$ cat config.mk
export PLATFORM = sky130hd
export DESIGN_NAME = instruction_bus
export DESIGN_NICKNAME = d
export VERILOG_FILES = /design/src/source/soc_pkg.sv /design/src/source/instruction_bus.sv
export SDC_FILE = /design/constraint.sdc
export NUM_CORES = 1
export LEC_CHECK = 0
export BUFFER_PORTS_ARGS = -buffer_cell sky130_fd_sc_hd__clkbuf_2
export CORE_AREA = 2 2 120 122
export CTS_CLUSTER_SIZE = 40
export DETAILED_ROUTE_END_ITERATION = 8
export DIE_AREA = 0 0 122 124
export PLACE_DENSITY = 0.48
export SLEW_MARGIN = 20
export SYNTH_ARGS = -nofsm -noshare
export SYNTH_HDL_FRONTEND = slang
export SYNTH_SLANG_ARGS = --single-unit
$ cat constraint.sdc
create_clock -name clk -period 1.29 [get_ports clk]
set_input_delay 0.258 -clock clk [delete_from_list [all_inputs] [get_ports clk]]
set_output_delay 0.258 -clock clk [all_outputs]
set_load 0.02 [all_outputs]
$ cat src/source/soc_pkg.sv
`default_nettype none

package soc_pkg;

    localparam int ram_addr_bits = 8;
    localparam int ram_words = 256;
    localparam int bootrom_addr_bits = 6;
    localparam int bootrom_words = 64;
    localparam int gpio_width = 16;
    localparam int periph_page_bits = 12; // peripherals decode on 4 KB pages

    localparam logic [31:0] bootrom_base = 32'h0000_0000;
    localparam logic [31:0] ram_base = 32'h8000_0000;
    localparam logic [31:0] timer_base = 32'hbfd0_0000; // +0 count, +4 compare
    localparam logic [31:0] gpio_base = 32'hbfd0_1000;  // +0 out, +4 in

    typedef struct packed {
        logic        req;   // held until done
        logic        we;
        logic [31:0] addr;
        logic [31:0] wdata;
        logic [3:0]  be;
    } bus_req_t;

    typedef struct packed {
        logic        done;  // single cycle
        logic [31:0] rdata;
    } bus_rsp_t;

    typedef enum logic [2:0] {
        region_bootrom,
        region_ram,
        region_timer,
        region_gpio,
        region_none
    } region_e;

    // boot stub: set bit 0 of gpio out, then jump to ram
    localparam logic [31:0] bootrom_image [bootrom_words] = '{
        0: 32'h3c08_8000,  // lui   t0, 0x8000
        1: 32'h3508_0000,  // ori   t0, t0, 0
        2: 32'h3c09_bfd0,  // lui   t1, 0xbfd0
        3: 32'h3529_1000,  // ori   t1, t1, 0x1000
        4: 32'h240a_0001,  // addiu t2, zero, 1
        5: 32'had2a_0000,  // sw    t2, 0(t1)
        6: 32'h0100_0008,  // jr    t0
        7: 32'h0000_0000,  // nop
        default: 32'h0000_0000
    };

    function automatic region_e decode_region(input logic [31:0] addr);
        if (addr[31:bootrom_addr_bits+2] == bootrom_base[31:bootrom_addr_bits+2])
            return region_bootrom;
        if (addr[31:ram_addr_bits+2] == ram_base[31:ram_addr_bits+2])
            return region_ram;
        if (addr[31:periph_page_bits] == timer_base[31:periph_page_bits])
            return region_timer;
        if (addr[31:periph_page_bits] == gpio_base[31:periph_page_bits])
            return region_gpio;
        return region_none;
    endfunction

endpackage

`default_nettype wire

$ cat src/source/instruction_bus.sv
`default_nettype none

module instruction_bus (
    input  logic              clk,
    input  logic              rst_n,
    input  soc_pkg::bus_req_t inst_req,
    output soc_pkg::bus_rsp_t inst_rsp,
    output soc_pkg::bus_req_t ram_req,
    input  soc_pkg::bus_rsp_t ram_rsp,
    output soc_pkg::bus_req_t rom_req,
    input  soc_pkg::bus_rsp_t rom_rsp
);

    soc_pkg::region_e region;
    logic none_done;

    always_comb begin
        region = soc_pkg::decode_region(inst_req.addr);
        ram_req = inst_req;
        rom_req = inst_req;
        ram_req.req = inst_req.req && region == soc_pkg::region_ram;
        rom_req.req = inst_req.req && region == soc_pkg::region_bootrom;
    end

    // fetches from anywhere else finish here with zero
    always_ff @(posedge clk) begin
        if (!rst_n)
            none_done <= 1'b0;
        else
            none_done <= inst_req.req && !none_done
                         && region != soc_pkg::region_ram
                         && region != soc_pkg::region_bootrom;
    end

    always_comb begin
        inst_rsp.done = ram_rsp.done || rom_rsp.done || none_done;
        if (rom_rsp.done)
            inst_rsp.rdata = rom_rsp.rdata;
        else if (ram_rsp.done)
            inst_rsp.rdata = ram_rsp.rdata;
        else
            inst_rsp.rdata = '0;
    end

endmodule

`default_nettype wire

==> flow_summary.json <==
{
  "reg.largest.list": "none_done x1",
  "die_w_um": 122,
  "largest_reg_flops": 1,
  "grt_max_degree": 21,
  "rows": 43,
  "top_register": "none_done",
  "drt_drc_violations_left": 0,
  "netlist_area_um2": 1490,
  "ys_seq_area_frac": 0.0135,
  "seqCellArea_um2": 20.0,
  "grt_pass1_wl_um": 6930,
  "maxCapViolCount": 0,
  "synth_area_per_cell_um2": 7.39,
  "post-route-period-util": 1.17,
  "clkLatencyLatePin_ns": 0,
  "ys_seq_elements": 1,
  "cpLargestDelayFamily": "simple AND/OR/NAND/NOR gates",
  "finalPower_w": 0.000910,
  "clock.fmax_mhz": 663,
  "diodes": 0,
  "vias": 1359,
  "layout_min_cycle_time_ns": 1.51,
  "drtAntennaViolNets": 0,
  "multi_input_area_um2": 467,
  "worst_slack_ns": -0.219,
  "netlist_instances": 201,
  "p_per_area_nw_per_um2": 414,
  "hold_violations": 0,
  "crit_required_ns": 1.03,
  "place_hpwl_um": 4290,
  "crit_slowest_cell": "nor4_4",
  "drive_above_1_share": 0.821,
  "nets": 408,
  "start_kind": "input port",
  "status": "finished, violations left",
  "tightest_slew_ns": 0.288,
  "syn2layout_area_growth_pct": 47.9,
  "rsz0062_at_grt": "yes",
  "cts.clk_slew.worst_paths_ns": 0,
  "crit_path_cell_trace": "buf_6, nor4_4, nand4_1, buf_6, nor3_4, clkbuf_8",
  "ir_drop_uv": 116,
  "port_buffers": 175,
  "yosysWarnings": 0,
  "max_stage_delay_ns": 0.27,
  "slew_headroom": 0.807,
  "avgViaCountPerCell": 3.03,
  "p_leak_nw": 1.20,
  "layout_commonest_cell": "clkbuf_2",
  "track_usage": 0.0575,
  "syn-num-nets": 339,
  "drt-total-wl_um": 5180,
  "worst_clock_skew_ns": 0,
  "core_area_um2": 13700,
  "fill_cells": 1597,
  "initial_core_util": 0.108,
  "hold_path.class": "reg -> reg",
  "dp_slack_ns": -0.352,
  "end_kind": "output port",
  "gp_congestion": 0.776,
  "worstSetupPathType": "in -> out",
  "drtIter0Drc": 24,
  "violations": "setup timing",
  "dieArea_um2": 15100,
  "maxSlewViolCount": 0,
  "cp.arrival_ns": 1.25,
  "synth_cell_type_count": 16,
  "grt_pass1_vias": 1276,
  "die_h_um": 124,
  "drt-pass1-iter-count": 4,
  "top_level_ports": 311,
  "cp_max_fo": 3,
  "grt_overflow": 0,
  "final_cell_mix": "135 x clkbuf_2, 31 x buf_4, 30 x a22o_1, 23 x buf_6, 14 x clkbuf_8",
  "cp.buffers_inverters": 3,
  "post_drt_wl_per_cell_um": 11.6,
  "antenna_found_initial": 0,
  "setup_viol": 19,
  "worst_path_most_repeated_cell": "buf_6"
}
final cells by class:
| class | count | share of cell area |
|---|---|---|
| Tap cell | 180 | 0.103 |
| Timing Repair Buffer | 212 | 0.676 |
| Sequential cell | 1 | 0.00911 |
| Multi-Input combinational cell | 55 | 0.212 |
routing by layer:
| metal | track usage | vias up | routed length, um |
|---|---|---|---|
| li1 | - | 680 | - |
| met1 | 0.0760 | 586 | 2060 |
| met2 | 0.0904 | 87 | 2530 |
| met3 | 0.0201 | 6 | 572 |
| met4 | 0.0115 | 0 | 27 |
| met5 | 0 | - | 0 |
synthesized netlist by cell type, drive strengths merged:
cell type | count | area [um2]
nor3 | 3 | 15.0
or3 | 1 | 6.26
o211ai | 1 | 7.51
nand2 | 7 | 26.3
nand4 | 1 | 6.26
clkbuf | 2 | 7.51
a22o | 30 | 263
dfxtp | 1 | 20.0
o21ai | 2 | 10.0
buf | 143 | 1060
nor4 | 4 | 25.0
nand3b | 1 | 7.51
nor2 | 3 | 11.3
nor2b | 1 | 8.76
o21a | 1 | 7.51
logic make-up (layout without fill, tap and decap cells):
group | after synthesis | after routing | share of synthesized area
compound gates | 34 | 34 | 0.194
buf+inv | 145 | 212 | 0.721
flops | 1 | 1 | 0.0135
simple gates | 21 | 21 | 0.0716
through the flow:
step / TNS (ns) / utilization / cell area [um2] / cells / hold WS [ns]
2_1_floorplan: -0.0591 / - / 1530 / 201 / 0.457
3_3_place_gp: -2.91 / 0.132 / 1810 / 443 / 0.485
3_5_place_dp: -2.81 / 0.132 / 1810 / 443 / 0.495
4_1_cts: -1.09 / 0.150 / 2060 / 448 / 0.493
5_1_grt: -1.83 / 0.160 / 2200 / 448 / 0.516
6_report: -0.842 / 0.160 / 2200 / 448 / 0.486
final timing paths:
| kind | end | slack [ns] | cells past startpoint | from |
|---|---|---|---|---|
| max reg2reg | none_done | 0.74 | 2 | none_done |
| min reg2reg | none_done | 0.49 | 2 | none_done |
| min | none_done | 0.49 | 2 | none_done |
| max | ram_req[69] | -0.22 | 6 | inst_req[46] |
worst register-to-register path, cell delays in order, from the launching register on:
cell and delay (ns):
dfxtp_1 0.28, nor2_1 0.10, o21a_1 0.11
report_power, final:
| part | switching (W) | leakage [nW] | total, W | internal (W) |
|---|---|---|---|---|
| sequential | 0.000000672 | 0.00829 | 0.0000340 | 0.0000334 |
| clock | 0 | 0 | 0 | 0 |
| combinational | 0.000429 | 1.19 | 0.000876 | 0.000447 |
what timing repair did:
item / 4_1_cts / 5_1_grt
setup endpoints to repair: 36 / 35
pin swaps: 3 / 5
gates cloned: 2 / 0
setup buffers: 3 / 0
gates resized for setup: 44 / 69
hold buffers: 0 / 0
Power figures use the tool's default switching activity.
