**src/source/soc_pkg.sv**
```systemverilog
`default_nettype none

package soc_pkg;

    localparam int ram_addr_bits = 8;
    localparam int ram_words = 256;
    localparam int bootrom_addr_bits = 6;
    localparam int bootrom_words = 64;
    localparam int gpio_width = 16;
    localparam int periph_page_bits = 12; // peripherals decode on 4 KB pages

    localparam logic [31:0] bootrom_base = 32'h0000_0000;
    localparam logic [31:0] ram_base = 32'h8000_0000;
    localparam logic [31:0] timer_base = 32'hbfd0_0000; // +0 count, +4 compare
    localparam logic [31:0] gpio_base = 32'hbfd0_1000;  // +0 out, +4 in

    typedef struct packed {
        logic        req;   // held until done
        logic        we;
        logic [31:0] addr;
        logic [31:0] wdata;
        logic [3:0]  be;
    } bus_req_t;

    typedef struct packed {
        logic        done;  // single cycle
        logic [31:0] rdata;
    } bus_rsp_t;

    typedef enum logic [2:0] {
        region_bootrom,
        region_ram,
        region_timer,
        region_gpio,
        region_none
    } region_e;

    // boot stub: set bit 0 of gpio out, then jump to ram
    localparam logic [31:0] bootrom_image [bootrom_words] = '{
        0: 32'h3c08_8000,  // lui   t0, 0x8000
        1: 32'h3508_0000,  // ori   t0, t0, 0
        2: 32'h3c09_bfd0,  // lui   t1, 0xbfd0
        3: 32'h3529_1000,  // ori   t1, t1, 0x1000
        4: 32'h240a_0001,  // addiu t2, zero, 1
        5: 32'had2a_0000,  // sw    t2, 0(t1)
        6: 32'h0100_0008,  // jr    t0
        7: 32'h0000_0000,  // nop
        default: 32'h0000_0000
    };

    function automatic region_e decode_region(input logic [31:0] addr);
        if (addr[31:bootrom_addr_bits+2] == bootrom_base[31:bootrom_addr_bits+2])
            return region_bootrom;
        if (addr[31:ram_addr_bits+2] == ram_base[31:ram_addr_bits+2])
            return region_ram;
        if (addr[31:periph_page_bits] == timer_base[31:periph_page_bits])
            return region_timer;
        if (addr[31:periph_page_bits] == gpio_base[31:periph_page_bits])
            return region_gpio;
        return region_none;
    endfunction

endpackage

`default_nettype wire

```
**src/source/timer_controller.sv**
```systemverilog
`default_nettype none

module timer_controller (
    input  logic              clk,
    input  logic              rst_n,
    input  soc_pkg::bus_req_t bus_req,
    output soc_pkg::bus_rsp_t bus_rsp,
    output logic              timer_irq
);

    logic [31:0] count;
    logic [31:0] compare;
    logic done_q;
    logic [31:0] rdata_q;
    logic start;

    assign start = bus_req.req && !done_q;

    always_ff @(posedge clk) begin
        if (!rst_n) begin
            count <= '0;
            compare <= '0;
            timer_irq <= 1'b0;
            done_q <= 1'b0;
        end else begin
            done_q <= start;
            if (start && bus_req.we && !bus_req.addr[2])
                count <= bus_req.wdata;
            else
                count <= count + 32'd1;
            if (start && bus_req.we && bus_req.addr[2]) begin
                compare <= bus_req.wdata;
                timer_irq <= 1'b0; // compare write acks the irq
            end else if (count == compare && compare != '0) begin
                timer_irq <= 1'b1;
            end
        end
    end

    always_ff @(posedge clk) begin
        if (start)
            rdata_q <= bus_req.addr[2] ? compare : count;
    end

    assign bus_rsp.done = done_q;
    assign bus_rsp.rdata = rdata_q;

endmodule

`default_nettype wire

```
**config.mk**
```make
export PLATFORM = sky130hd
export DESIGN_NAME = timer_controller
export DESIGN_NICKNAME = d
export VERILOG_FILES = /design/src/source/soc_pkg.sv /design/src/source/timer_controller.sv
export SDC_FILE = /design/constraint.sdc
export NUM_CORES = 1
export LEC_CHECK = 0
export BUFFER_PORTS_ARGS = -buffer_cell sky130_fd_sc_hd__buf_4
export CAP_MARGIN = 20
export CORE_MARGIN = 10
export CORE_UTILIZATION = 34
export DETAILED_ROUTE_END_ITERATION = 8
export PLACE_DENSITY = 0.57
export SLEW_MARGIN = 10
export SYNTH_ARGS = -nofsm -noshare
export SYNTH_HDL_FRONTEND = slang
export SYNTH_SLANG_ARGS = --single-unit
```
**constraint.sdc**
```tcl
create_clock -name clk -period 3.11 [get_ports clk]
set_input_delay 0.1555 -clock clk [delete_from_list [all_inputs] [get_ports clk]]
set_output_delay 0.1555 -clock clk [all_outputs]
set_load 0.05 [all_outputs]
```
==> summary.md <==
| Metric | Value |
|---|---|
| Avg Vias per Cell | `5.11` |
| MaxCap Viol Count | `0` |
| Die width | `136 um` |
| Die Y | `136 um` |
| Total GRT Usage | `0.139` |
| Switching share of power | `0.250` |
| Clk pwr share | `0.414` |
| Mapped Cells | `480` |
| Avg Inst Size Synth | `9.61 um^2` |
| Final Skew | `12.8 ps` |
| Sequential share of the synthesized area | `0.495` |
| Distinct cells, synth | `37` |
| Seq cells post-synth | `98` |
| Worst hold-check path type | `in2reg` |
| Core area | `0.0132 mm^2` |
| Maximum VDD drop | `0.000277 V` |
| Final Hold Viols | `0` |
| Setup TNS | `0 ps` |
| Worst-margin pin slew | `890 ps` |
| Clk slew on worst S/H paths | `70 ps` |
| Vias | `3641` |
| Crit Path Class | `reg2reg` |
| Dpl hpwl | `8750 um` |
| Net Count, Synth | `553` |
| CTS max path bufs | `2` |
| Routing usage on met3 | `0.0380` |
| Total CTS buffers | `9` |
| Synth-to-Final Area Change | `21.5%` |
| Status | `complete, no violations` |
| DRC Markers | `0` |
| ANT cells | `0` |
| # H-tree levels | `3` |
| DRT Pass-1 Iters | `7` |
| Most common cell after layout, fill and taps aside | `nand2_1` |
| Startpoint Class | `register` |
| Final wirelength | `12700 um` |
| Initial core utilization | `0.348` |
| Most frequent cells in the layout | `78 x nand2_1, 74 x buf_4, 66 x dfxtp_1, 47 x a21oi_1, 45 x xnor2_1` |
| I/O Pins | `106` |
| Layout fillers | `1312` |
| Critical Path RT | `3370 ps` |
| Initial DRC Count | `373` |
| Share of cells above drive strength 1 | `0.235` |
| Final worst setup slack | `816 ps` |
| Cell total after placement | `696` |
| Routing usage on met1 | `0.182` |
| Int Power | `2.38 mW` |
| Logic pwr share | `0.128` |
| Hold_buf cts | `0` |
| Pwr Density | `566 mW/mm^2` |
| Sequential power share | `0.458` |
| Place WS | `894 ps` |
| Vias in the first global route | `3654` |
| Synth Cell Area | `0.00461 mm^2` |
| Sw power | `792 uW` |
| Pleak | `1.99 nW` |
| Register area | `0.00228 mm^2` |
| Root Buffer | `clkbuf_16` |
| Final ANT Viol Nets | `0` |
| Largest net degree at the start of global routing | `64` |
| Antenna violations before repair | `0` |
| Busiest grt layer | `met2` |
| Post-CTS sizing | `0` |
| Final Util | `0.423` |
| Slew Limit Fails | `0` |
| WL per Instance | `17.8 um` |
| GRT overflow | `0` |
| Synth warn | `0` |
| TritonCTS clock tree | `yes` |
| Met2 Use GR | `0.223` |
| Routability-driven placement congestion ratio | `0.874` |
| # Post-CTS Setup Buffers | `0` |
| FMAX | `0.436 GHz` |
| Critical Path Sink Type | `register` |
| CP Max Fanout | `8` |
| First-pass GRT wire length | `20200 um` |
| Final setup viols | `0` |
| Crit path time final | `2290 ps` |
| Final net count | `604` |
| Post-route design area | `0.00560 mm^2` |
| Area post-placement | `0.00525 mm^2` |
| Worst-Skew Late Latency | `340 ps` |
| Multi-input gate area | `0.00218 mm^2` |
| Die area | `0.0186 mm^2` |
| Worst slew margin | `0.407` |
| Data arrival time of the critical path | `2550 ps` |
| PortBufs | `70` |
| Post-route insts no fill | `712` |
| Unrepaired setup endpoints after global routing | `no` |
| # rows | `42` |
| Clock Sink Count | `98` |
| Fin crit share | `0.738` |
-- final timing paths --
check        startpoint  slack [ps]  cells past startpoint    endpoint
max reg2reg    count[0]         820                      6   count[24]
max            count[0]         820                      6   count[24]
min          bus_req[5]          70                      3    count[1]
min reg2reg  compare[1]         500                      2  compare[1]
-- cell families (layout without fill, tap and decap cells) --
group	after synthesis	in the layout	share of synthesized area
flops	98	98	0.495
buf+inv	38	94	0.0350
fa+ha+maj	1	1	0.00271
mux	31	31	0.0754
compound gates	89	89	0.104
simple gates	165	165	0.178
xor+xnor	58	58	0.110
-- per-stage QoR --
step	hold WS, ps	power (mW)
floorplan	291	1.74
global placement	413	1.89
detailed placement	419	1.89
CTS	56.3	3.20
global route	59.6	3.28
finish	65.5	3.17
-- area by class of cell --
type	count	share of cell area
Timing Repair Buffer	74	0.0991
Inverter	4	0.00268
Clock inverter	4	0.0176
Tap cell	176	0.0393
Sequential cell	98	0.407
Clock buffer	12	0.0458
Multi-Input combinational cell	344	0.388
-- power by group through the flow --
stage / Sequential, mW / Clock [mW] / Combinational (mW)
global placement: 1.48 / 0 / 0.407
finish: 1.45 / 1.31 / 0.407
floorplan: 1.55 / 0 / 0.188
CTS: 1.45 / 1.33 / 0.413
detailed placement: 1.48 / 0 / 0.410
global route: 1.46 / 1.38 / 0.440
-- critical path, stage by stage, from the launching register on --
cell and delay, ps:
dfxtp_1 430, ha_1 270, nand4_1 170, nor2_1 380
nand4_1 330, or3_1 400, a31oi_1 220
-- synthesized netlist by cell type, drive strengths merged --
library cell  count  area share
edfxtp           32        0.21
ha                1      0.0027
xnor2            45       0.085
or3               5      0.0068
inv               4      0.0033
nand4            21       0.030
a211oi           11       0.018
nand3b            1      0.0016
dfxtp            66        0.29
mux2i             1      0.0022
a31oi             5      0.0068
buf              10       0.012
o22ai             1      0.0014
and3              5      0.0071
mux2             30       0.073
nor2             16       0.013
a21oi            47       0.051
o21ai            25       0.027
nor3              5      0.0054
clkbuf           24       0.020
nor2b             1      0.0014
nand2            78       0.063
xor2             13       0.025
nand3            10       0.011
and2              2      0.0027
and4              4      0.0076
or2b              1      0.0016
or2               1      0.0014
nor4             15       0.025
-- sequential cells by signal, summed over array words and instances (netlist names) --
| signal | count |
|---|---|
| compare | 32 |
| count | 32 |
| rdata_q | 32 |
| done_q | 1 |
| timer_irq | 1 |
-- per-layer routing --
layer	vias to the layer above	wire, um
li1	1805	-
met1	1747	5830
met2	85	6110
met3	4	695
met4	0	62
met5	-	0
Power figures use the tool's default switching activity.
