### src/source/soc_pkg.sv
`default_nettype none

package soc_pkg;

    localparam int ram_addr_bits = 8;
    localparam int ram_words = 256;
    localparam int bootrom_addr_bits = 6;
    localparam int bootrom_words = 64;
    localparam int gpio_width = 16;
    localparam int periph_page_bits = 12; // peripherals decode on 4 KB pages

    localparam logic [31:0] bootrom_base = 32'h0000_0000;
    localparam logic [31:0] ram_base = 32'h8000_0000;
    localparam logic [31:0] timer_base = 32'hbfd0_0000; // +0 count, +4 compare
    localparam logic [31:0] gpio_base = 32'hbfd0_1000;  // +0 out, +4 in

    typedef struct packed {
        logic        req;   // held until done
        logic        we;
        logic [31:0] addr;
        logic [31:0] wdata;
        logic [3:0]  be;
    } bus_req_t;

    typedef struct packed {
        logic        done;  // single cycle
        logic [31:0] rdata;
    } bus_rsp_t;

    typedef enum logic [2:0] {
        region_bootrom,
        region_ram,
        region_timer,
        region_gpio,
        region_none
    } region_e;

    // boot stub: set bit 0 of gpio out, then jump to ram
    localparam logic [31:0] bootrom_image [bootrom_words] = '{
        0: 32'h3c08_8000,  // lui   t0, 0x8000
        1: 32'h3508_0000,  // ori   t0, t0, 0
        2: 32'h3c09_bfd0,  // lui   t1, 0xbfd0
        3: 32'h3529_1000,  // ori   t1, t1, 0x1000
        4: 32'h240a_0001,  // addiu t2, zero, 1
        5: 32'had2a_0000,  // sw    t2, 0(t1)
        6: 32'h0100_0008,  // jr    t0
        7: 32'h0000_0000,  // nop
        default: 32'h0000_0000
    };

    function automatic region_e decode_region(input logic [31:0] addr);
        if (addr[31:bootrom_addr_bits+2] == bootrom_base[31:bootrom_addr_bits+2])
            return region_bootrom;
        if (addr[31:ram_addr_bits+2] == ram_base[31:ram_addr_bits+2])
            return region_ram;
        if (addr[31:periph_page_bits] == timer_base[31:periph_page_bits])
            return region_timer;
        if (addr[31:periph_page_bits] == gpio_base[31:periph_page_bits])
            return region_gpio;
        return region_none;
    endfunction

endpackage

`default_nettype wire

### src/source/gpio_controller.sv
`default_nettype none

module gpio_controller (
    input  logic                           clk,
    input  logic                           rst_n,
    input  soc_pkg::bus_req_t              bus_req,
    output soc_pkg::bus_rsp_t              bus_rsp,
    input  logic [soc_pkg::gpio_width-1:0] gpio_in,
    output logic [soc_pkg::gpio_width-1:0] gpio_out
);

    logic [soc_pkg::gpio_width-1:0] in_meta;
    logic [soc_pkg::gpio_width-1:0] in_sync;
    logic done_q;
    logic [31:0] rdata_q;
    logic start;

    assign start = bus_req.req && !done_q;

    always_ff @(posedge clk) begin
        if (!rst_n) begin
            gpio_out <= '0;
            done_q <= 1'b0;
        end else begin
            done_q <= start;
            if (start && bus_req.we && !bus_req.addr[2]) begin
                if (bus_req.be[0])
                    gpio_out[7:0] <= bus_req.wdata[7:0];
                if (bus_req.be[1])
                    gpio_out[15:8] <= bus_req.wdata[15:8];
            end
        end
    end

    always_ff @(posedge clk) begin
        in_meta <= gpio_in; // two flop sync
        in_sync <= in_meta;
        if (start)
            rdata_q <= {{(32-soc_pkg::gpio_width){1'b0}},
                        bus_req.addr[2] ? in_sync : gpio_out};
    end

    assign bus_rsp.done = done_q;
    assign bus_rsp.rdata = rdata_q;

endmodule

`default_nettype wire

### config.mk
export PLATFORM = sky130hd
export DESIGN_NAME = gpio_controller
export DESIGN_NICKNAME = d
export VERILOG_FILES = /design/src/source/soc_pkg.sv /design/src/source/gpio_controller.sv
export SDC_FILE = /design/constraint.sdc
export NUM_CORES = 1
export LEC_CHECK = 0
export BUFFER_PORTS_ARGS = -buffer_cell sky130_fd_sc_hd__buf_2
export CAP_MARGIN = 0
export CORE_MARGIN = 5
export CORE_UTILIZATION = 38
export DETAILED_ROUTE_END_ITERATION = 8
export GPL_TIMING_DRIVEN = 0
export HOLD_SLACK_MARGIN = 0.12
export PLACE_DENSITY = 0.75
export SLEW_MARGIN = 20
export SYNTH_ARGS = -nofsm -noshare
export SYNTH_HDL_FRONTEND = slang
export SYNTH_SLANG_ARGS = --single-unit
### constraint.sdc
create_clock -name clk -period 1.65 [get_ports clk]
set_clock_uncertainty 0.15 [all_clocks]
set_input_delay 0 -clock clk [delete_from_list [all_inputs] [get_ports clk]]
set_output_delay 0 -clock clk [all_outputs]
set_load 0.005 [all_outputs]
==> results of run 1 <==
## flip-flops by register name, summed over array words and instances, names as in the netlist
register	count
in_meta	16
in_sync	16
rdata_q	16
done_q	1
gpio_out	16
## worst register-to-register path: cells and delay by family, from the launching register on
family        cells  cell delay (ns)
buf+inv           1             0.23
flops             1             0.35
simple gates      1             0.41
## synth_stat cells (all sizes together)
cell type and instances:
dfxtp 49, nand2 32, buf 21, edfxtp 16, mux2 16, mux2i 16, clkbuf 4, and2 3
conb 1, nor2b 1, nor4bb 1
## power by group through the flow
stage	logic [mW]	registers [mW]	clock network, mW
after floorplan	0.123	1.77	0
after global placement	0.224	1.77	0
after detailed placement	0.233	1.77	0
after CTS	0.308	1.74	1.15
after global routing	0.341	1.74	1.21
final	0.309	1.73	1.10
## cell families after synthesis
logic type | count (synthesis) | share of synthesized area
AND/OR/NAND/NOR | 37 | 0.0804
multiplexers | 32 | 0.156
flip-flops | 65 | 0.670
other | 1 | 0.00172
buffers and inverters | 25 | 0.0913
## layer usage
metal / wire, um / share of wire
met5: 0 / 0
met2: 2610 / 0.53
met3: 337 / 0.068
met4: 127 / 0.026
met1: 1860 / 0.38
## through the flow
step / TNS, ns / total power [mW]
floorplan: 0 / 1.90
global placement: -8.88 / 1.99
detailed placement: 0 / 2.00
CTS: 0 / 3.19
global route: 0 / 3.29
finish: 0 / 3.15
## path summary, 6_finish.rpt
kind	startpoint	end	slack (ns)	depth (start not counted)
worst max-delay path	bus_req[38]	rdata_q[11]	0.19	4
worst min-delay path	gpio_in[0]	in_meta[0]	0.15	2
worst max register to register	done_q	rdata_q[3]	0.21	2
worst min register to register	in_meta[10]	in_sync[10]	0.17	0
## timing repair
item	in CTS	in global routing
setup buffers	0	0
hold buffers	41	0
endpoints found under the hold margin	45	0
## layout make-up
type / instances / area (um^2) / area share
plain buffers: 25 / 199 / 0.0611
multi-input cells: 85 / 578 / 0.177
flip-flops and latches: 65 / 1460 / 0.449
repair buffers: 111 / 767 / 0.235
clock buffers: 9 / 124 / 0.0380
well taps: 72 / 90.1 / 0.0277
clock inverters: 7 / 37.5 / 0.0115
==> flow_summary.json, run 1 <==
{
  "outcome": "completed",
  "core_area_um2": 5540,
  "grt_max_degree": 12,
  "routedWlPerCell_um": 13.2,
  "maxSlewViolCount": 0,
  "final_common_cell": "buf_2",
  "fin_util": 0.588,
  "use_met2": 0.265,
  "timing_worst_setup_path_type": "primary input to register",
  "drc_errors": 0,
  "cp.buffers_inverters": 3,
  "clk_path_buf_depth": 2,
  "hold_violations": 0,
  "placed_cell_area_um2": 2690,
  "cts_tree": "done",
  "die_area_um2": 7350,
  "die_x_um": 85.7,
  "dp.cells": 317,
  "io_buffers": 69,
  "timing.hold.ws_ns": 0.147,
  "cts_buffers": 9,
  "switchingPower_mw": 0.715,
  "cts_resized": 0,
  "design_area_um2": 3260,
  "swShare": 0.227,
  "overflow": 0,
  "yosys_warnings": 0,
  "clock_latency_ns": 0.34,
  "worst_hold_path_type": "primary input to register",
  "final.setup.worst_slack_ns": 0.189,
  "clock.fmax_ghz": 0.684,
  "initial_utilization": 0.393,
  "seqPwrFrac": 0.551,
  "dp_slack_ns": 0.191,
  "drtPass1Iterations": 4,
  "htree_levels": 3,
  "cp_top_family": "buffers and inverters",
  "period_needed_ns": 1.46,
  "drt-initial-drc-count": 38,
  "rows": 27,
  "use_met3": 0.0480,
  "worst_pin_slew_ns": 0.570,
  "vias_per_cell": 4.10,
  "final_nets": 385,
  "ys_types": 15,
  "yosys.area.top_type": "dfxtp_1",
  "synth_seq_cells": 65,
  "clockRootBuffer": "clkbuf_8",
  "avgSynthCellArea_um2": 13.6,
  "crit_chain": "dlygate4sd3_1, buf_6, buf_2, mux2_2",
  "grt.total_usage": 0.148,
  "setup_violations": 0,
  "clock_sinks": 65,
  "busiest_layer": "met2",
  "boundaryPins": 137,
  "antenna_found_initial": 0,
  "worstSetupEndpointType": "register",
  "cp_slowest_cell": "dlygate4sd3_1",
  "cap_viol_max_count": 0,
  "clkSlewWorstSetupHoldPaths_ns": 0.07,
  "critical-path-max-stage-delay_ns": 0.57,
  "crit_fanout": 10,
  "pwr-share-clk": 0.350,
  "grtUsageMet1": 0.150,
  "routed_wl_um": 4940,
  "synth.top_cells.by_area": "dfxtp_1 (45%), edfxtp_1 (22%), mux2_2 (8.3%)",
  "final_cell_mix": "buf_2 (70), dfxtp_1 (49), dlygate4sd3_1 (41)",
  "crit_arrival_ns": 1.40,
  "die_height_um": 85.7,
  "worst_ep_required_time_ns": 1.59,
  "cellLeakagePower_nw": 1.48,
  "gp_congestion": 0.706,
  "dp_hpwl_um": 3330,
  "num_vias": 1532,
  "ant_nets": 0,
  "fin_cells": 374,
  "synth-seq-area-share": 0.670,
  "drive_gt1_frac": 0.414,
  "syn_area_um2": 2180,
  "share_comb_of_total_power": 0.098,
  "vdd_drop_max_v": 0.000522,
  "grt_pass1_wl_um": 8020,
  "slew_headroom": 0.620,
  "intPower_mw": 2.43,
  "critPathLaunchType": "primary input",
  "syn_inst": 160,
  "first_global_vias": 1687,
  "period_share": 0.885,
  "power_density_nw_per_um2": 966,
  "rsz0062_at_grt": "false",
  "area_growth_pct": 49.4,
  "synth_top_cell_area_share": 0.450,
  "fillers": 481,
  "antenna_cells": 0
}
No activity file was read; power rests on OpenSTA's default activity.
==> run 2: changes to the inputs <==
--- a/config.mk
+++ b/config.mk
@@ -7,6 +7,7 @@
 export LEC_CHECK = 0
 export BUFFER_PORTS_ARGS = -buffer_cell sky130_fd_sc_hd__buf_2
 export CAP_MARGIN = 0
+export CORE_ASPECT_RATIO = 1.75
 export CORE_MARGIN = 5
 export CORE_UTILIZATION = 38
 export DETAILED_ROUTE_END_ITERATION = 8
==> run 2 against run 1 <==
Net effect:
- utilization decreased by 0.071 points
- hold slack improved by 0.0035 ns
- count of clock-buffer cells in the layout increased by 4
- critical path depth decreased by 2
- sequential share of layout area decreased by 0.31 points
- non-clock buffer count decreased by 2
- sequential power about the same
- wire length decreased by 1.7%
- cell area increased by 0.69%
- flip-flop and latch count unchanged
- via count decreased by 0.98%
==> flow_summary.json, run 2 (synthesized netlist as in run 1, its figures left out) <==
{
  "period_needed_ns": 1.49,
  "hold_violations": 0,
  "clock_sinks": 65,
  "overflow": 0,
  "worst_hold_path_type": "primary input to register",
  "cp_slowest_cell": "nor2b_2",
  "switchingPower_mw": 0.673,
  "seqPwrFrac": 0.517,
  "rsz0062_at_grt": "false",
  "num_vias": 1517,
  "rows": 36,
  "critical-path-max-stage-delay_ns": 0.46,
  "worstSetupEndpointType": "register",
  "total_power_mw": 3.35,
  "antenna_found_initial": 0,
  "clk_path_buf_depth": 2,
  "boundaryPins": 137,
  "routedWlPerCell_um": 12.9,
  "clkSlewWorstSetupHoldPaths_ns": 0.06,
  "power_density_nw_per_um2": 1020,
  "die_area_um2": 7410,
  "vdd_drop_max_v": 0.000659,
  "postCtsSetupBuffers": 0,
  "drc_errors": 0,
  "share_comb_of_total_power": 0.091,
  "area_growth_pct": 50.5,
  "drive_gt1_frac": 0.417,
  "intPower_mw": 2.68,
  "crit_fanout": 9,
  "pwr-share-clk": 0.392,
  "hold_buffers": 39,
  "grt.total_usage": 0.144,
  "crit_arrival_ns": 1.37,
  "die_x_um": 67.3,
  "clockRootBuffer": "clkbuf_8",
  "vias_per_cell": 4.03,
  "clock_latency_ns": 0.33,
  "maxSlewViolCount": 0,
  "final.setup.worst_slack_ns": 0.164,
  "clock.fmax_ghz": 0.673,
  "htree_levels": 3,
  "routed_wl_um": 4860,
  "final_cell_mix": "buf_2 (70), dfxtp_1 (49), dlygate4sd3_1 (39)",
  "slew_headroom": 0.595,
  "io_buffers": 69,
  "period_share": 0.900,
  "worst_pin_slew_ns": 0.608,
  "cts_tree": "done",
  "crit_chain": "nor2b_2, buf_6",
  "core_area_um2": 5590,
  "cap_viol_max_count": 0,
  "critPathLaunchType": "register",
  "drtPass1Iterations": 4,
  "worst_ep_required_time_ns": 1.54,
  "final_common_cell": "buf_2",
  "grt_pass1_wl_um": 7490,
  "first_global_vias": 1603,
  "cellLeakagePower_nw": 1.50,
  "timing_worst_setup_path_type": "register to register",
  "setup_violations": 0,
  "die_height_um": 110,
  "gp_congestion": 0.701,
  "swShare": 0.201,
  "initial_utilization": 0.390,
  "grt_max_degree": 12,
  "dp_slack_ns": 0.130,
  "cts_buffers": 9,
  "cts_resized": 0,
  "drt-initial-drc-count": 31,
  "ant_nets": 0,
  "antenna_cells": 0,
  "final_nets": 383,
  "outcome": "completed",
  "fin_tns_setup_ns": 0
}
==> run 2: changes by cell type in the layout (fill, tap and decap cells not counted), sizes merged <==
| cell | previous run | this run |
|---|---|---|
| dlygate4sd3 | 41 | 39 |
| clkbuf | 13 | 17 |
| clkinvlp | 2 | 0 |
| bufinv | 0 | 1 |
| clkinv | 5 | 2 |
==> run 2: final timing paths <==
check,slack [ns],from,cells past startpoint,to
worst min-delay path,0.15,gpio_in[8],2,in_meta[8]
worst min register to register,0.17,in_meta[14],0,in_sync[14]
worst max register to register,0.16,done_q,2,rdata_q[7]
worst max-delay path,0.16,done_q,2,rdata_q[7]
==> run 2: worst max-delay path, delay by kind of cell, from the launching register on <==
kind                   cells  cell delay, ns
AND/OR/NAND/NOR            1            0.46
flip-flops                 1            0.35
buffers and inverters      1            0.23
==> run 2: layout make-up <==
type	count	area, um^2
timing repair buffer	109	747
fill	484	2310
sequential	65	1460
multi-input combinational	85	578
clock inverter	3	40.0
tap	76	95.1
buffer	25	199
clock buffer	13	159
==> run 2: through the flow <==
step                      cell area (um^2)  hold WS (ns)   util  std cells
after floorplan                       2240        -0.122      -        175
after global placement                2680       -0.0481  0.479        320
after detailed placement              2690       -0.0464  0.482        321
after CTS                             3280         0.127  0.587        376
after global routing                  3280         0.142  0.587        376
final                                 3280         0.151  0.587        376
==> run 2: layer usage <==
| metal | vias up | part of all wire | global-route usage |
|---|---|---|---|
| met4 | 0 | 0.020 | 0.0784 |
| met3 | 7 | 0.054 | 0.0538 |
| met2 | 53 | 0.57 | 0.254 |
| met5 | - | 0 | 0 |
| li1 | 767 | - | - |
| met1 | 690 | 0.36 | 0.142 |
==> run 2: power by group through the flow <==
stage                     sequential (mW)  combinational (mW)  clock [mW]
after floorplan                      1.77               0.123           0
after global placement               1.77               0.225           0
after detailed placement             1.77               0.234           0
after CTS                            1.73               0.306        1.37
after global routing                 1.74               0.337        1.43
final                                1.73               0.306        1.31
==> run 3: changes to the inputs <==
--- a/config.mk
+++ b/config.mk
@@ -6,14 +6,14 @@
 export NUM_CORES = 1
 export LEC_CHECK = 0
 export BUFFER_PORTS_ARGS = -buffer_cell sky130_fd_sc_hd__buf_2
-export CAP_MARGIN = 0
+export CAP_MARGIN = 20
 export CORE_ASPECT_RATIO = 1.75
 export CORE_MARGIN = 5
-export CORE_UTILIZATION = 38
+export CORE_UTILIZATION = 42
 export DETAILED_ROUTE_END_ITERATION = 8
 export GPL_TIMING_DRIVEN = 0
 export HOLD_SLACK_MARGIN = 0.12
-export PLACE_DENSITY = 0.75
+export PLACE_DENSITY = 0.79
 export SLEW_MARGIN = 20
 export SYNTH_ARGS = -nofsm -noshare
 export SYNTH_HDL_FRONTEND = slang
==> constraint.sdc (replaced) <==
create_clock -name clk -period 1.7 [get_ports clk]
set_clock_uncertainty 0.15 [all_clocks]
set_input_delay 0 -clock clk [delete_from_list [all_inputs] [get_ports clk]]
set_output_delay 0 -clock clk [all_outputs]
set_load 0.005 [all_outputs]
==> run 3 against run 2 <==
Net effect:
- via count grew 1.2%
- non-clock buffer count is the same
- register-to-register slack improved by 0.16 ns
- first-iteration DRC count fell by 13%
- cell area decreased by 0.76%
- sequential share of layout area grew 0.34 points
- flip-flop and latch count unchanged
- setup slack better by 0.087 ns
- die area down 8.4%
- utilization increased by 6.1 points
- largest cell class unchanged
- largest power group unchanged
==> flow_summary.json, run 3 (synthesized netlist as in run 1, its figures left out) <==
{
  "clockRootBuffer": "clkbuf_8",
  "drtPass1Iterations": 4,
  "dp_hpwl_um": 3400,
  "initial_utilization": 0.434,
  "crit_arrival_ns": 1.38,
  "hold_violations": 0,
  "drt-initial-drc-count": 27,
  "die_height_um": 105,
  "postCtsSetupBuffers": 0,
  "total_power_mw": 3.26,
  "reg2reg_depth": 4,
  "antenna_found_initial": 0,
  "crit_chain": "dlygate4sd3_1, buf_6, buf_2, mux2_2",
  "worstSetupEndpointType": "register",
  "area_growth_pct": 49.3,
  "cellLeakagePower_nw": 1.49,
  "cp_slowest_cell": "dlygate4sd3_1",
  "grt.total_usage": 0.162,
  "period_share": 0.852,
  "power_density_nw_per_um2": 1000,
  "grt_max_degree": 14,
  "htree_levels": 3,
  "crit_fanout": 10,
  "grt_pass1_wl_um": 8070,
  "final_cell_mix": "buf_2 (70), dfxtp_1 (49), dlygate4sd3_1 (39)",
  "worst_ep_required_time_ns": 1.63,
  "final_nets": 383,
  "boundaryPins": 137,
  "cts_resized": 0,
  "startpoint": "bus_req[38]",
  "clkSlewWorstSetupHoldPaths_ns": 0.07,
  "routedWlPerCell_um": 14.4,
  "cts_tree": "done",
  "rows": 34,
  "critPathLaunchType": "primary input",
  "period_needed_ns": 1.45,
  "timing_worst_setup_path_type": "primary input to register",
  "clock_latency_ns": 0.33,
  "maxSlewViolCount": 0,
  "die_x_um": 64.5,
  "outcome": "completed",
  "critical-path-max-stage-delay_ns": 0.54,
  "core_area_um2": 5020,
  "die_area_um2": 6790,
  "ant_nets": 0,
  "routed_wl_um": 5090,
  "gp_congestion": 0.695,
  "design_area_um2": 3250,
  "rsz0062_at_grt": "false",
  "cts_buffers": 9,
  "overflow": 0,
  "cap_viol_max_count": 0,
  "worst_hold_path_type": "primary input to register",
  "r2r-start": "done_q",
  "clock.fmax_ghz": 0.691,
  "placed_cell_area_um2": 2670,
  "worst_pin_slew_ns": 0.539,
  "setup_violations": 0,
  "io_buffers": 69,
  "hold_start": "gpio_in[4]",
  "vdd_drop_max_v": 0.000504,
  "drive_gt1_frac": 0.417,
  "slew_headroom": 0.640,
  "drc_errors": 0,
  "clock_sinks": 65,
  "hold_path_depth": 2,
  "timing.hold.ws_ns": 0.150,
  "clk_path_buf_depth": 2,
  "final_common_cell": "buf_2",
  "antenna_cells": 0,
  "vias_per_cell": 4.34,
  "num_vias": 1535,
  "first_global_vias": 1714
}
==> run 3: worst paths after layout <==
kind | slack [ns] | end
hold / removal | 0.15 | in_meta[4]
setup reg to reg | 0.32 | gpio_out[11]
hold reg to reg | 0.18 | in_sync[8]
setup / recovery | 0.25 | rdata_q[3]
==> run 3: what timing repair did <==
item | CTS | global route
hold endpoints to repair | 42 | 0
endpoints found under the setup margin | 0 | 0
hold buffers | 39 | 0
==> run 3: final cells by class <==
| type | instances | area (um^2) |
|---|---|---|
| clock buffers | 12 | 145 |
| repair buffers | 109 | 751 |
| well taps | 54 | 67.6 |
| plain buffers | 25 | 199 |
| fillers | 391 | 1770 |
| clock inverters | 4 | 52.6 |
| flip-flops and latches | 65 | 1460 |
| multi-input cells | 85 | 578 |
==> run 3: power by group <==
part / switching, mW / internal (mW) / leakage (nW)
Clock: 0.557 / 0.721 / 0.101
Sequential: 0.0220 / 1.66 / 0.566
Combinational: 0.113 / 0.185 / 0.828
Total: 0.692 / 2.57 / 1.49
==> run 3: metrics by stage <==
step	setup TNS, ns	std cells	setup slack (ns)	util
2_1_floorplan	0	175	0.0505	-
3_3_place_gp	-7.43	298	-0.445	0.528
3_5_place_dp	0	299	0.329	0.531
4_1_cts	0	354	0.269	0.648
5_1_grt	0	354	0.217	0.648
6_report	0	354	0.252	0.648
==> run 3: critical path: cells and delay by family <==
family | cells | cell delay [ns]
buf+inv | 3 | 0.99
mux | 1 | 0.38
==> run 3: layer usage <==
metal / GRT usage / vias up / wire length (um)
li1: - / 766 / -
met2: 0.282 / 61 / 2690
met1: 0.161 / 697 / 1940
met5: 0 / - / 0
met4: 0.127 / 0 / 177
met3: 0.0362 / 11 / 270
