<file path="src/source/soc_pkg.sv">
`default_nettype none

package soc_pkg;

    localparam int ram_addr_bits = 8;
    localparam int ram_words = 256;
    localparam int bootrom_addr_bits = 6;
    localparam int bootrom_words = 64;
    localparam int gpio_width = 16;
    localparam int periph_page_bits = 12; // peripherals decode on 4 KB pages

    localparam logic [31:0] bootrom_base = 32'h0000_0000;
    localparam logic [31:0] ram_base = 32'h8000_0000;
    localparam logic [31:0] timer_base = 32'hbfd0_0000; // +0 count, +4 compare
    localparam logic [31:0] gpio_base = 32'hbfd0_1000;  // +0 out, +4 in

    typedef struct packed {
        logic        req;   // held until done
        logic        we;
        logic [31:0] addr;
        logic [31:0] wdata;
        logic [3:0]  be;
    } bus_req_t;

    typedef struct packed {
        logic        done;  // single cycle
        logic [31:0] rdata;
    } bus_rsp_t;

    typedef enum logic [2:0] {
        region_bootrom,
        region_ram,
        region_timer,
        region_gpio,
        region_none
    } region_e;

    // boot stub: set bit 0 of gpio out, then jump to ram
    localparam logic [31:0] bootrom_image [bootrom_words] = '{
        0: 32'h3c08_8000,  // lui   t0, 0x8000
        1: 32'h3508_0000,  // ori   t0, t0, 0
        2: 32'h3c09_bfd0,  // lui   t1, 0xbfd0
        3: 32'h3529_1000,  // ori   t1, t1, 0x1000
        4: 32'h240a_0001,  // addiu t2, zero, 1
        5: 32'had2a_0000,  // sw    t2, 0(t1)
        6: 32'h0100_0008,  // jr    t0
        7: 32'h0000_0000,  // nop
        default: 32'h0000_0000
    };

    function automatic region_e decode_region(input logic [31:0] addr);
        if (addr[31:bootrom_addr_bits+2] == bootrom_base[31:bootrom_addr_bits+2])
            return region_bootrom;
        if (addr[31:ram_addr_bits+2] == ram_base[31:ram_addr_bits+2])
            return region_ram;
        if (addr[31:periph_page_bits] == timer_base[31:periph_page_bits])
            return region_timer;
        if (addr[31:periph_page_bits] == gpio_base[31:periph_page_bits])
            return region_gpio;
        return region_none;
    endfunction

endpackage

`default_nettype wire

</file>
<file path="src/source/data_bus.sv">
`default_nettype none

module data_bus (
    input  logic              clk,
    input  logic              rst_n,
    input  soc_pkg::bus_req_t data_req,
    output soc_pkg::bus_rsp_t data_rsp,
    output soc_pkg::bus_req_t rom_req,
    input  soc_pkg::bus_rsp_t rom_rsp,
    output soc_pkg::bus_req_t ram_req,
    input  soc_pkg::bus_rsp_t ram_rsp,
    output soc_pkg::bus_req_t timer_req,
    input  soc_pkg::bus_rsp_t timer_rsp,
    output soc_pkg::bus_req_t gpio_req,
    input  soc_pkg::bus_rsp_t gpio_rsp
);

    soc_pkg::region_e region_q;
    soc_pkg::region_e sel;
    logic active;
    logic none_done;

    // decode only when idle, then stick with the captured target
    assign sel = active ? region_q : soc_pkg::decode_region(data_req.addr);

    always_comb begin
        rom_req = data_req;
        ram_req = data_req;
        timer_req = data_req;
        gpio_req = data_req;
        rom_req.req = data_req.req && sel == soc_pkg::region_bootrom;
        ram_req.req = data_req.req && sel == soc_pkg::region_ram;
        timer_req.req = data_req.req && sel == soc_pkg::region_timer;
        gpio_req.req = data_req.req && sel == soc_pkg::region_gpio;
    end

    always_ff @(posedge clk) begin
        if (!rst_n) begin
            active <= 1'b0;
            region_q <= soc_pkg::region_none;
            none_done <= 1'b0;
        end else begin
            if (data_rsp.done) begin
                active <= 1'b0;
            end else if (data_req.req && !active) begin
                active <= 1'b1;
                region_q <= sel;
            end
            none_done <= data_req.req && sel == soc_pkg::region_none && !none_done;
        end
    end

    always_comb begin
        case (region_q)
            soc_pkg::region_bootrom: data_rsp = rom_rsp;
            soc_pkg::region_ram:     data_rsp = ram_rsp;
            soc_pkg::region_timer:   data_rsp = timer_rsp;
            soc_pkg::region_gpio:    data_rsp = gpio_rsp;
            default: begin
                data_rsp.done = none_done; // unmapped, writes dropped
                data_rsp.rdata = '0;
            end
        endcase
    end

endmodule

`default_nettype wire

</file>
<file path="config.mk">
export PLATFORM = sky130hd
export DESIGN_NAME = data_bus
export DESIGN_NICKNAME = d
export VERILOG_FILES = /design/src/source/soc_pkg.sv /design/src/source/data_bus.sv
export SDC_FILE = /design/constraint.sdc
export NUM_CORES = 1
export LEC_CHECK = 0
export ABC_AREA = 1
export BUFFER_PORTS_ARGS = -buffer_cell sky130_fd_sc_hd__buf_4
export CAP_MARGIN = 20
export CORE_AREA = 2 2 204 206
export CTS_CLUSTER_SIZE = 20
export DETAILED_ROUTE_END_ITERATION = 16
export DIE_AREA = 0 0 206 208
export PLACE_DENSITY_LB_ADDON = 0.1
export SETUP_SLACK_MARGIN = 0.1
export SLEW_MARGIN = 20
export SYNTH_ARGS = -nofsm -noshare
export SYNTH_HDL_FRONTEND = slang
export SYNTH_SLANG_ARGS = --single-unit
</file>
<file path="constraint.sdc">
create_clock -name clk -period 2.2 [get_ports clk]
set_input_delay 0.44 -clock clk [delete_from_list [all_inputs] [get_ports clk]]
set_output_delay 0.44 -clock clk [all_outputs]
set_load 0.01 [all_outputs]
</file>
==> metrics, run 1 <==
CTS tree=built; RSZ-0062 raised after global routing=true; Vias/cell=about 3; vias after detailed routing=3449; crit start category=input pin; root buffer cell=clkbuf_16; CP Class=in -> out; synthesis-to-layout area growth=45.9%; Skew-Pair Late Insertion Delay=about 230 ps; I/O Buffers=291; Critical Path AT=1600 ps; met3 Use GR=roughly 2.2%; mapped cell area=about 0.0036 mm²; post-DP HPWL=15200 µm; First-pass DRT Iterations=4; layer with the highest usage=met2; CP Cell Sequence=buf_6, nor2_4, buf_6, nand3_2, nor2_4, nand3_2, nand2_2, nand2_1, nand2_2, nand2_2, nor2_4, buf_6; Yosys cell types=19; Die H=between 200 and 250 µm; power per cell area=about 290 mW/mm²; post-synthesis sequential area ratio=under 10%; Slew Limit Fails=0; die area=between 0.04 and 0.05 mm²; die width=between 200 and 250 µm; MaxCap Viol Count=0; clock skew=between 1 and 1.5 ps; Worst setup endpoint=timer_req[69]; # setup viols final=0; Max Freq=roughly 0.49 GHz; synth warn=0; first-pass GRT wire length=24900 µm; # IOs=about 520; gr usage total=7.91%; Slew HR=between 70% and 80%; CP required=around 1800 ps; R2R setup slack=~540 ps; nets=~820; Hold Violations, Final=0; number of synthesized register bits=5; met1 GRT Util=about 8.7%; Initial Utilization=8.77%; area share of the largest cell type after synthesis=58.2%; Syn Nets=just under 800; largest net degree at the start of global routing=24; min-delay worst type=reg -> reg; Detailed Route Iter0 Violations=between 70 and 80; Routability Congestion=between 0.6 and 0.7; Max clock buf depth=2; Antenna diodes=0; Crit. Startpoint=data_req[51]; Worst Path Max Fanout=3; met2 Track Usage GR=about 14%; post-layout util=12.8%; Routed Antenna Nets=0; row count=74; CTS Sinks=5; HP Start=none_done; initial antenna violation count=0; aggregate global routing overflow=0; fill cell count=4776; min cycle time layout=slightly above 2000 ps; Area contributors post-synth=buf_4, nand2_1, o2111ai_1; commonest cells after routing, fill and taps aside=buf_4, nand2_1, inv_1; WL/cell=around 16 µm; mean post-synth cell area=around 6.2 µm²; drc violations=0; H-tree depth=1; crit path capture type=primary output; vias in the first global route=3540; Slew @ Worst Pin=between 300 and 400 ps; CP max stage delay=120 ps; Post-Synthesis Cells=570; Routed WL=between 15000 and 20000 µm; Num CTS Buffers=3; crit path max-delay cell type=buf_6; R2R depth=13; Power, Total=roughly 1500 µW; VDD IR max=about 170 µV; clock slew at reported path FFs=roughly 30 ps; Pleak=between 0.002 and 0.0025 µW; most common cell after layout, fill and taps aside=buf_4; cell taking the most area after synthesis=buf_4; status=finished, final reports clean; layout cells sized above 1=approximately 66%; RR Startpoint=region_q[2]; crit share post-route=a little over 90%; R2R Path End=region_q[1]; Core ar.=about 0.041 mm²
kinds of logic (layout without fill, tap and decap cells):
kind of cell / count (synthesis) / count (layout) / synth area share, %
buf+inv: 341 / 383 / 65.2
simple gates: 186 / 186 / 23.1
compound gates: 38 / 38 / 8.86
flops: 5 / 5 / 2.81
cell usage after synthesis:
| library cell | instances |
|---|---|
| nand3_2 | 2 |
| nor3_2 | 2 |
| clkbuf_1 | 14 |
| nand3_1 | 6 |
| buf_1 | 1 |
| nand4_1 | 36 |
| inv_1 | 43 |
| nor3_1 | 1 |
| a21boi_0 | 1 |
| o2111ai_1 | 32 |
| a211oi_1 | 1 |
| a21oi_1 | 3 |
| buf_2 | 4 |
| nand2_1 | 109 |
| inv_2 | 3 |
| nor2_1 | 30 |
| dfxtp_1 | 5 |
| o21ai_1 | 1 |
| buf_4 | 276 |
stage by stage:
stage	area, µm²	hold WS, ps	instances	worst slack, ps	TNS (ps)
after floorplan	3560	480	570	376	0
after global placement	4550	523	1131	-110	-413
after detailed placement	4550	505	1131	-121	-447
after CTS	4860	520	1142	86.7	0
after global routing	5190	575	1144	50.5	0
final	5190	513	1144	162	0
power breakdown:
group          switching, µW  leakage (µW)  total (µW)  internal, µW
sequential              25.1     0.0000427         129           104
clock                   63.8     0.0000382         304           241
combinational            519       0.00236        1090           568
worst min path at each step:
stage	to	slack (ps)	depth (start not counted)
3_3_place_gp	none_done	520	3
5_1_grt	region_q[2]	570	2
4_1_cts	none_done	520	3
6_report	none_done	510	3
3_5_place_dp	none_done	500	3
2_1_floorplan	none_done	480	3
layout make-up:
class	instances	area (µm²)	share of cell area, %
timing repair buffer	333	2680	51.7
multi-input combinational	224	1470	28.4
tap	532	666	12.8
inverter	46	178	3.42
sequential	5	111	2.15
clock buffer	4	78.8	1.52
worst max-delay path, delay by kind of cell:
family	cells	cell delay (ps)
buf+inv	3	320
simple gates	9	820
state kept, by name, summed over array words and instances, names as in the netlist:
register,count
region_q,3
active,1
none_done,1
per-layer routing:
metal / part of all wire [%] / wire length, µm / vias to the layer above
li1: - / - / 1658
met1: 37 / 6750 / 1516
met2: 52 / 9450 / 216
met3: 8.5 / 1550 / 59
met4: 3.2 / 579 / 0
met5: 0 / 0 / -
what timing repair did:
action,in CTS,in global routing
endpoints found under the hold margin,0,0
resized for setup,43,68
pin swaps,18,28
gates cloned,1,1
setup buffers,6,1
hold buffers,0,0
setup endpoints to repair,37,23
Note: power is estimated with default switching activity, not from simulation.
==> run 2, diff against run 1 <==
REMOVE_ABC_BUFFERS = 1   (was not set)
==> metrics, run 2 (synthesized netlist as in run 1, its figures left out) <==
drc violations=0 (unchanged); power per cell area=294 mW/mm² (+0.41%); CP required=1760 ps (about the same); min-delay worst type=reg -> reg; Design Area, Final=0.00493 mm² (-5.1%); aggregate global routing overflow=0 (unchanged); row count=74 (unchanged); gr usage total=14.3% (+6.4 points); Initial Utilization=8.77% (unchanged); Top Registers=region_q x3, active x1, none_done x1; Detailed Route Iter0 Violations=176 (+130%); Core ar.=0.0406 mm² (unchanged); vias after detailed routing=3806 (+10%); initial antenna violation count=1 (+1); root buffer cell=clkbuf_16; MaxCap Viol Count=0 (unchanged); Largest register FFs=3 (unchanged); post-DP HPWL=28000 µm (+84%); Routability Congestion=0.764 (+11%); H-tree depth=1 (unchanged); PnR worst setup slack=99.0 ps (-62.9 ps); fill cell count=4808 (+0.67%); vias in the first global route=3950 (+12%); layout cells sized above 1=61.5% (-4.7 points); # setup viols final=0 (unchanged); Place WS=-128 ps (-7.78 ps); clock slew at reported path FFs=30 ps (about the same); post-layout util=12.1% (-0.65 points); synthesis-to-layout area growth=38.4%; CP Class=in -> out; clock skew=0.269 ps (-1.11 ps); commonest cells after routing, fill and taps aside=buf_4, nand2_1, inv_1; crit start category=input pin; min cycle time layout=2100 ps (+62.9 ps); Slew HR=82.1% (+3.7 points); Die H=208 µm (unchanged); Routed Antenna Nets=0 (unchanged); Power, Total=1450 µW (-4.7%); crit share post-route=95.5% (+2.9 points); hold_buf cts=0 (unchanged); Num CTS Buffers=3 (unchanged); first-pass GRT wire length=40400 µm (+62%); I/O Buffers=291 (unchanged); nets=813 (-0.49%); largest net degree at the start of global routing=31 (+29%); die area=0.0428 mm² (unchanged); Critical Path AT=1660 ps (+60 ps); Max Freq=0.476 GHz (-3.0%); Max clock buf depth=2 (unchanged); Routed WL=32700 µm (+79%); most common cell after layout, fill and taps aside=buf_4; Vias/cell=3.34 (+11%); Placement Cell Area=0.00457 mm² (+0.44%); RSZ-0062 raised after global routing=true; Skew-Pair Late Insertion Delay=230 ps (about the same); Worst Path Max Fanout=4 (+1); First-pass DRT Iterations=4 (unchanged); CTS Sinks=5 (unchanged); status=finished, final reports clean; # IOs=517 (unchanged); Hold Violations, Final=0 (unchanged); crit path capture type=primary output; VDD IR max=196 µV (+12%); Slew Limit Fails=0 (unchanged); Pleak=0.00232 µW (-5.0%); WL/cell=28.7 µm (+79%); die width=206 µm (unchanged); Top reg by flops=region_q; Slew @ Worst Pin=269 ps (-55.2 ps); CTS tree=built
==> run 2: changes by cell type in the layout (fill, tap and decap cells not counted), moves of 2 or more <==
| cell | before | now |
|---|---|---|
| nor2_1 | 8 | 12 |
| o2111ai_1 | 21 | 30 |
| nand2_1 | 89 | 102 |
| buf_4 | 308 | 317 |
| nor2_4 | 15 | 11 |
| nand2_4 | 7 | 1 |
| nand2_2 | 13 | 6 |
| buf_12 | 6 | 3 |
| buf_8 | 2 | 0 |
| inv_4 | 2 | 0 |
| buf_6 | 15 | 7 |
| o2111ai_2 | 11 | 2 |
==> run 2: report_power, final <==
group / total (µW) / internal (µW) / switching [µW] / leakage, µW
clock: 300 / 240 / 60.1 / 0.0000382
sequential: 121 / 103 / 17.6 / 0.0000427
combinational: 1030 / 512 / 516 / 0.00224
total: 1450 / 856 / 594 / 0.00232
==> run 2: cell type report <==
cell class              instances  area, µm²  share of cell area [%]
multi-input cells             224       1330                    26.9
well taps                     532        666                    13.5
repair buffers                329       2570                    52.2
flip-flops and latches          5        108                    2.18
inverters                      46        173                    3.51
clock buffers                   4       78.8                    1.60
diodes                          1       2.50                  0.0508
==> run 2: what timing repair did <==
action,4_1_cts,5_1_grt
endpoints found under the setup margin,13,6
buffers inserted,0,3
resized for setup,32,27
pin swaps,13,2
gates cloned,0,1
==> run 2: worst paths after layout <==
check,startpoint,to,slack (ps),depth (start not counted)
setup / recovery,data_req[52],gpio_req[69],100,12
hold / removal,none_done,none_done,510,3
setup reg to reg,region_q[2],region_q[1],600,12
hold reg to reg,none_done,none_done,510,3
==> run 2: critical path, stage by stage <==
cell,delay (ps)
buf_6,100
nor2_4,140
nand2_4,90
nor2_4,110
buf_6,120
nand2_2,40
nor2_1,100
nor2_1,60
nand2_2,100
nand3_4,120
nor2_2,120
buf_4,130
==> run 2: per-layer routing <==
layer  share of wire, %  global-route usage (%)  vias up
met1                 32                    13.6     1711
met2                 46                    23.3      431
li1                   -                       -     1648
met5               0.34                    3.00        -
met3                 21                    12.9       12
met4               0.75                    1.21        4
==> run 2: through the flow <==
stage	hold WS [ps]	instances	setup TNS, ps
6_report	512	1141	0
5_1_grt	563	1140	0
4_1_cts	509	1136	0
3_5_place_dp	501	1132	-411
3_3_place_gp	537	1132	-579
2_1_floorplan	480	275	-8090
==> run 3, diff against run 2 <==
ABC_AREA = not set   (was 1)
CORE_AREA = 2 2 199 201   (was 2 2 204 206)
DIE_AREA = 0 0 201 203   (was 0 0 206 208)
==> metrics, run 3 <==
Hold Path Sink=region_q[2]; Routed WL=31100 µm (-5.0%); Die H=203 µm (-2.4%); vias in the first global route=3554 (-10%); Initial Utilization=8.30% (-0.48 points); post-layout util=13.3% (+1.2 points); number of synthesized register bits=5 (unchanged); Crit. Startpoint=data_req[55]; min cycle time layout=2580 ps (+483 ps); row count=72 (-2.7%); hold path depth=2 (-1); # IOs=517 (unchanged); Skew-Pair Late Insertion Delay=230 ps (about the same); R2R Path End=region_q[0]; # setup viols final=4 (+4); synth cell count leaders=buf_4, a221o_1, a22o_1; Yosys cell types=32 (+13); die area=0.0408 mm² (-4.8%); Design Area, Final=0.00511 mm² (+3.8%); area share of the largest cell type after synthesis=64.9% (+6.7 points); VDD IR max=142 µV (-27%); Placement Cell Area=0.00425 mm² (-6.9%); Max clock buf depth=2 (unchanged); crit path capture type=primary output; Worst Path Max Fanout=3 (-1); aggregate global routing overflow=0 (unchanged); layout cells sized above 1=79.0% (+17 points); Power, Total=1200 µW (-17%); Largest register FFs=3 (unchanged); MaxCap Viol Count=0 (unchanged); crit share post-route=117% (+22 points); largest net degree at the start of global routing=19 (-39%); synthesis-to-layout area growth=60.3%; R2R depth=9 (-3); Routed Antenna Nets=0 (unchanged); mapped cell area=0.00319 mm² (-10%); clock slew at reported path FFs=30 ps (about the same); first-pass GRT wire length=38400 µm (-5.0%); RR Startpoint=region_q[1]; Slew HR=77.0% (-5.1 points); failing checks=negative setup slack; I/O Buffers=291 (unchanged); PnR worst setup slack=-384 ps (-483 ps); Place WS=-565 ps (-436 ps); crit start category=input pin; Top Registers=region_q x3, active x1, none_done x1; Slew @ Worst Pin=342 ps (+73.0 ps); mean post-synth cell area=7.69 µm² (+23%); clock skew=1.08 ps (+0.811 ps); Post-Synthesis Cells=415 (-27%); Vias/cell=3.37 (+1.1%); post-DP HPWL=25700 µm (-8.2%); vias after detailed routing=3410 (-10%); Hold Violations, Final=0 (unchanged); ys async rst share=0% (unchanged); die width=201 µm (-2.4%); most common cell after layout, fill and taps aside=buf_4; EDFF count, synth=0 (unchanged); Core ar.=0.0385 mm² (-5.1%); WL/cell=30.8 µm (+7.2%); H-tree depth=1 (unchanged); Max Freq=0.387 GHz (-19%); CTS Sinks=5 (unchanged); post-synthesis sequential area ratio=3.14% (+0.32 points); CP Class=in -> out; synth warn=0 (unchanged); Detailed Route Iter0 Violations=167 (-5.1%); Pleak=0.00233 µW (+0.55%); power per cell area=235 mW/mm² (-20%); count leader, synth=buf_4; RSZ-0062 raised after global routing=true; First-pass DRT Iterations=4 (unchanged); gr usage total=14.2% (-0.084 points); nets=695 (-15%); Top reg by flops=region_q; CP required=1760 ps (about the same); commonest cells after routing, fill and taps aside=buf_4, buf_6, a221o_1; HP Start=rst_n; CTS tree=built; status=finished, violations left; cell taking the most area after synthesis=buf_4; min-delay worst type=in -> reg; R2R setup slack=110 ps (-490 ps); Routability Congestion=0.838 (+9.6%); Num CTS Buffers=3 (unchanged); initial antenna violation count=6 (+5); Area contributors post-synth=buf_4, a221o_1, a22o_1; Slew Limit Fails=0 (unchanged); drc violations=0 (unchanged); Top FF cell, synth=dfxtp_1; Post-Route Setup TNS=-1480 ps (-1480 ps); Critical Path AT=2140 ps (+480 ps); root buffer cell=clkbuf_16
## run 3: changes by cell type after synthesis, moves of 5 or more
cell / before / now
nor2_1: 30 / 3
o21ai_0: 0 / 5
nand2_1: 109 / 5
a221o_1: 0 / 33
o2111ai_1: 32 / 0
a22o_1: 0 / 32
inv_1: 43 / 3
nand4_1: 36 / 1
## run 3: where the power goes
group / internal, µW / total (µW) / switching (µW) / leakage (µW)
Clock: 240 / 299 / 58.5 / 0.0000382
Sequential: 97.0 / 100 / 3.52 / 0.0000416
Combinational: 483 / 804 / 321 / 0.00225
## run 3: worst max-delay path, stage by stage
cell,delay (ps)
buf_6,90
or4_4,530
nor4_4,290
nand2_1,130
or3_4,400
o21ai_4,140
buf_6,120
## run 3: kinds of logic after synthesis
logic type             share of synthesized area, %
AND/OR/NAND/NOR                                6.86
buffers and inverters                          66.9
AO/OA/AOI/OAI                                  22.8
flip-flops                                     3.14
multiplexers                                  0.314
## run 3: layout make-up
cell class | instances | area (µm²)
Multi-Input combinational cell | 117 | 1070
Tap cell | 518 | 648
Sequential cell | 5 | 104
Timing Repair Buffer | 361 | 3200
Antenna cell | 3 | 7.51
Inverter | 3 | 11.3
Clock buffer | 4 | 78.8
Fill cell | 4421 | 33400
## run 3: timing repair
action / CTS / global route
hold buffers: 0 / 0
setup buffers: 20 / 3
pin swaps: 44 / 12
endpoints found under the setup margin: 37 / 39
gates cloned: 7 / 4
gates resized for setup: 72 / 7
endpoints found under the hold margin: 0 / 0
## run 3: stage by stage
stage	hold slack [ps]	instances
2_1_floorplan	500	125
3_3_place_gp	578	970
3_5_place_dp	571	970
4_1_cts	454	1001
5_1_grt	475	1008
6_report	452	1011
## run 3: worst max path at each step
stage	to	slack, ps	cells after the start
floorplan	data_rsp[0]	-780	3
global route	timer_req[69]	-480	9
global placement	ram_req[69]	-500	7
finish	ram_req[69]	-380	7
detailed placement	rom_req[69]	-560	7
CTS	rom_req[69]	-460	8
## run 3: metal layers
metal / GRT usage (%) / part of all wire (%)
met1: 13.0 / 32
met2: 23.3 / 46
met3: 13.7 / 21
met4: 1.11 / 0.74
met5: 3.21 / 0.36
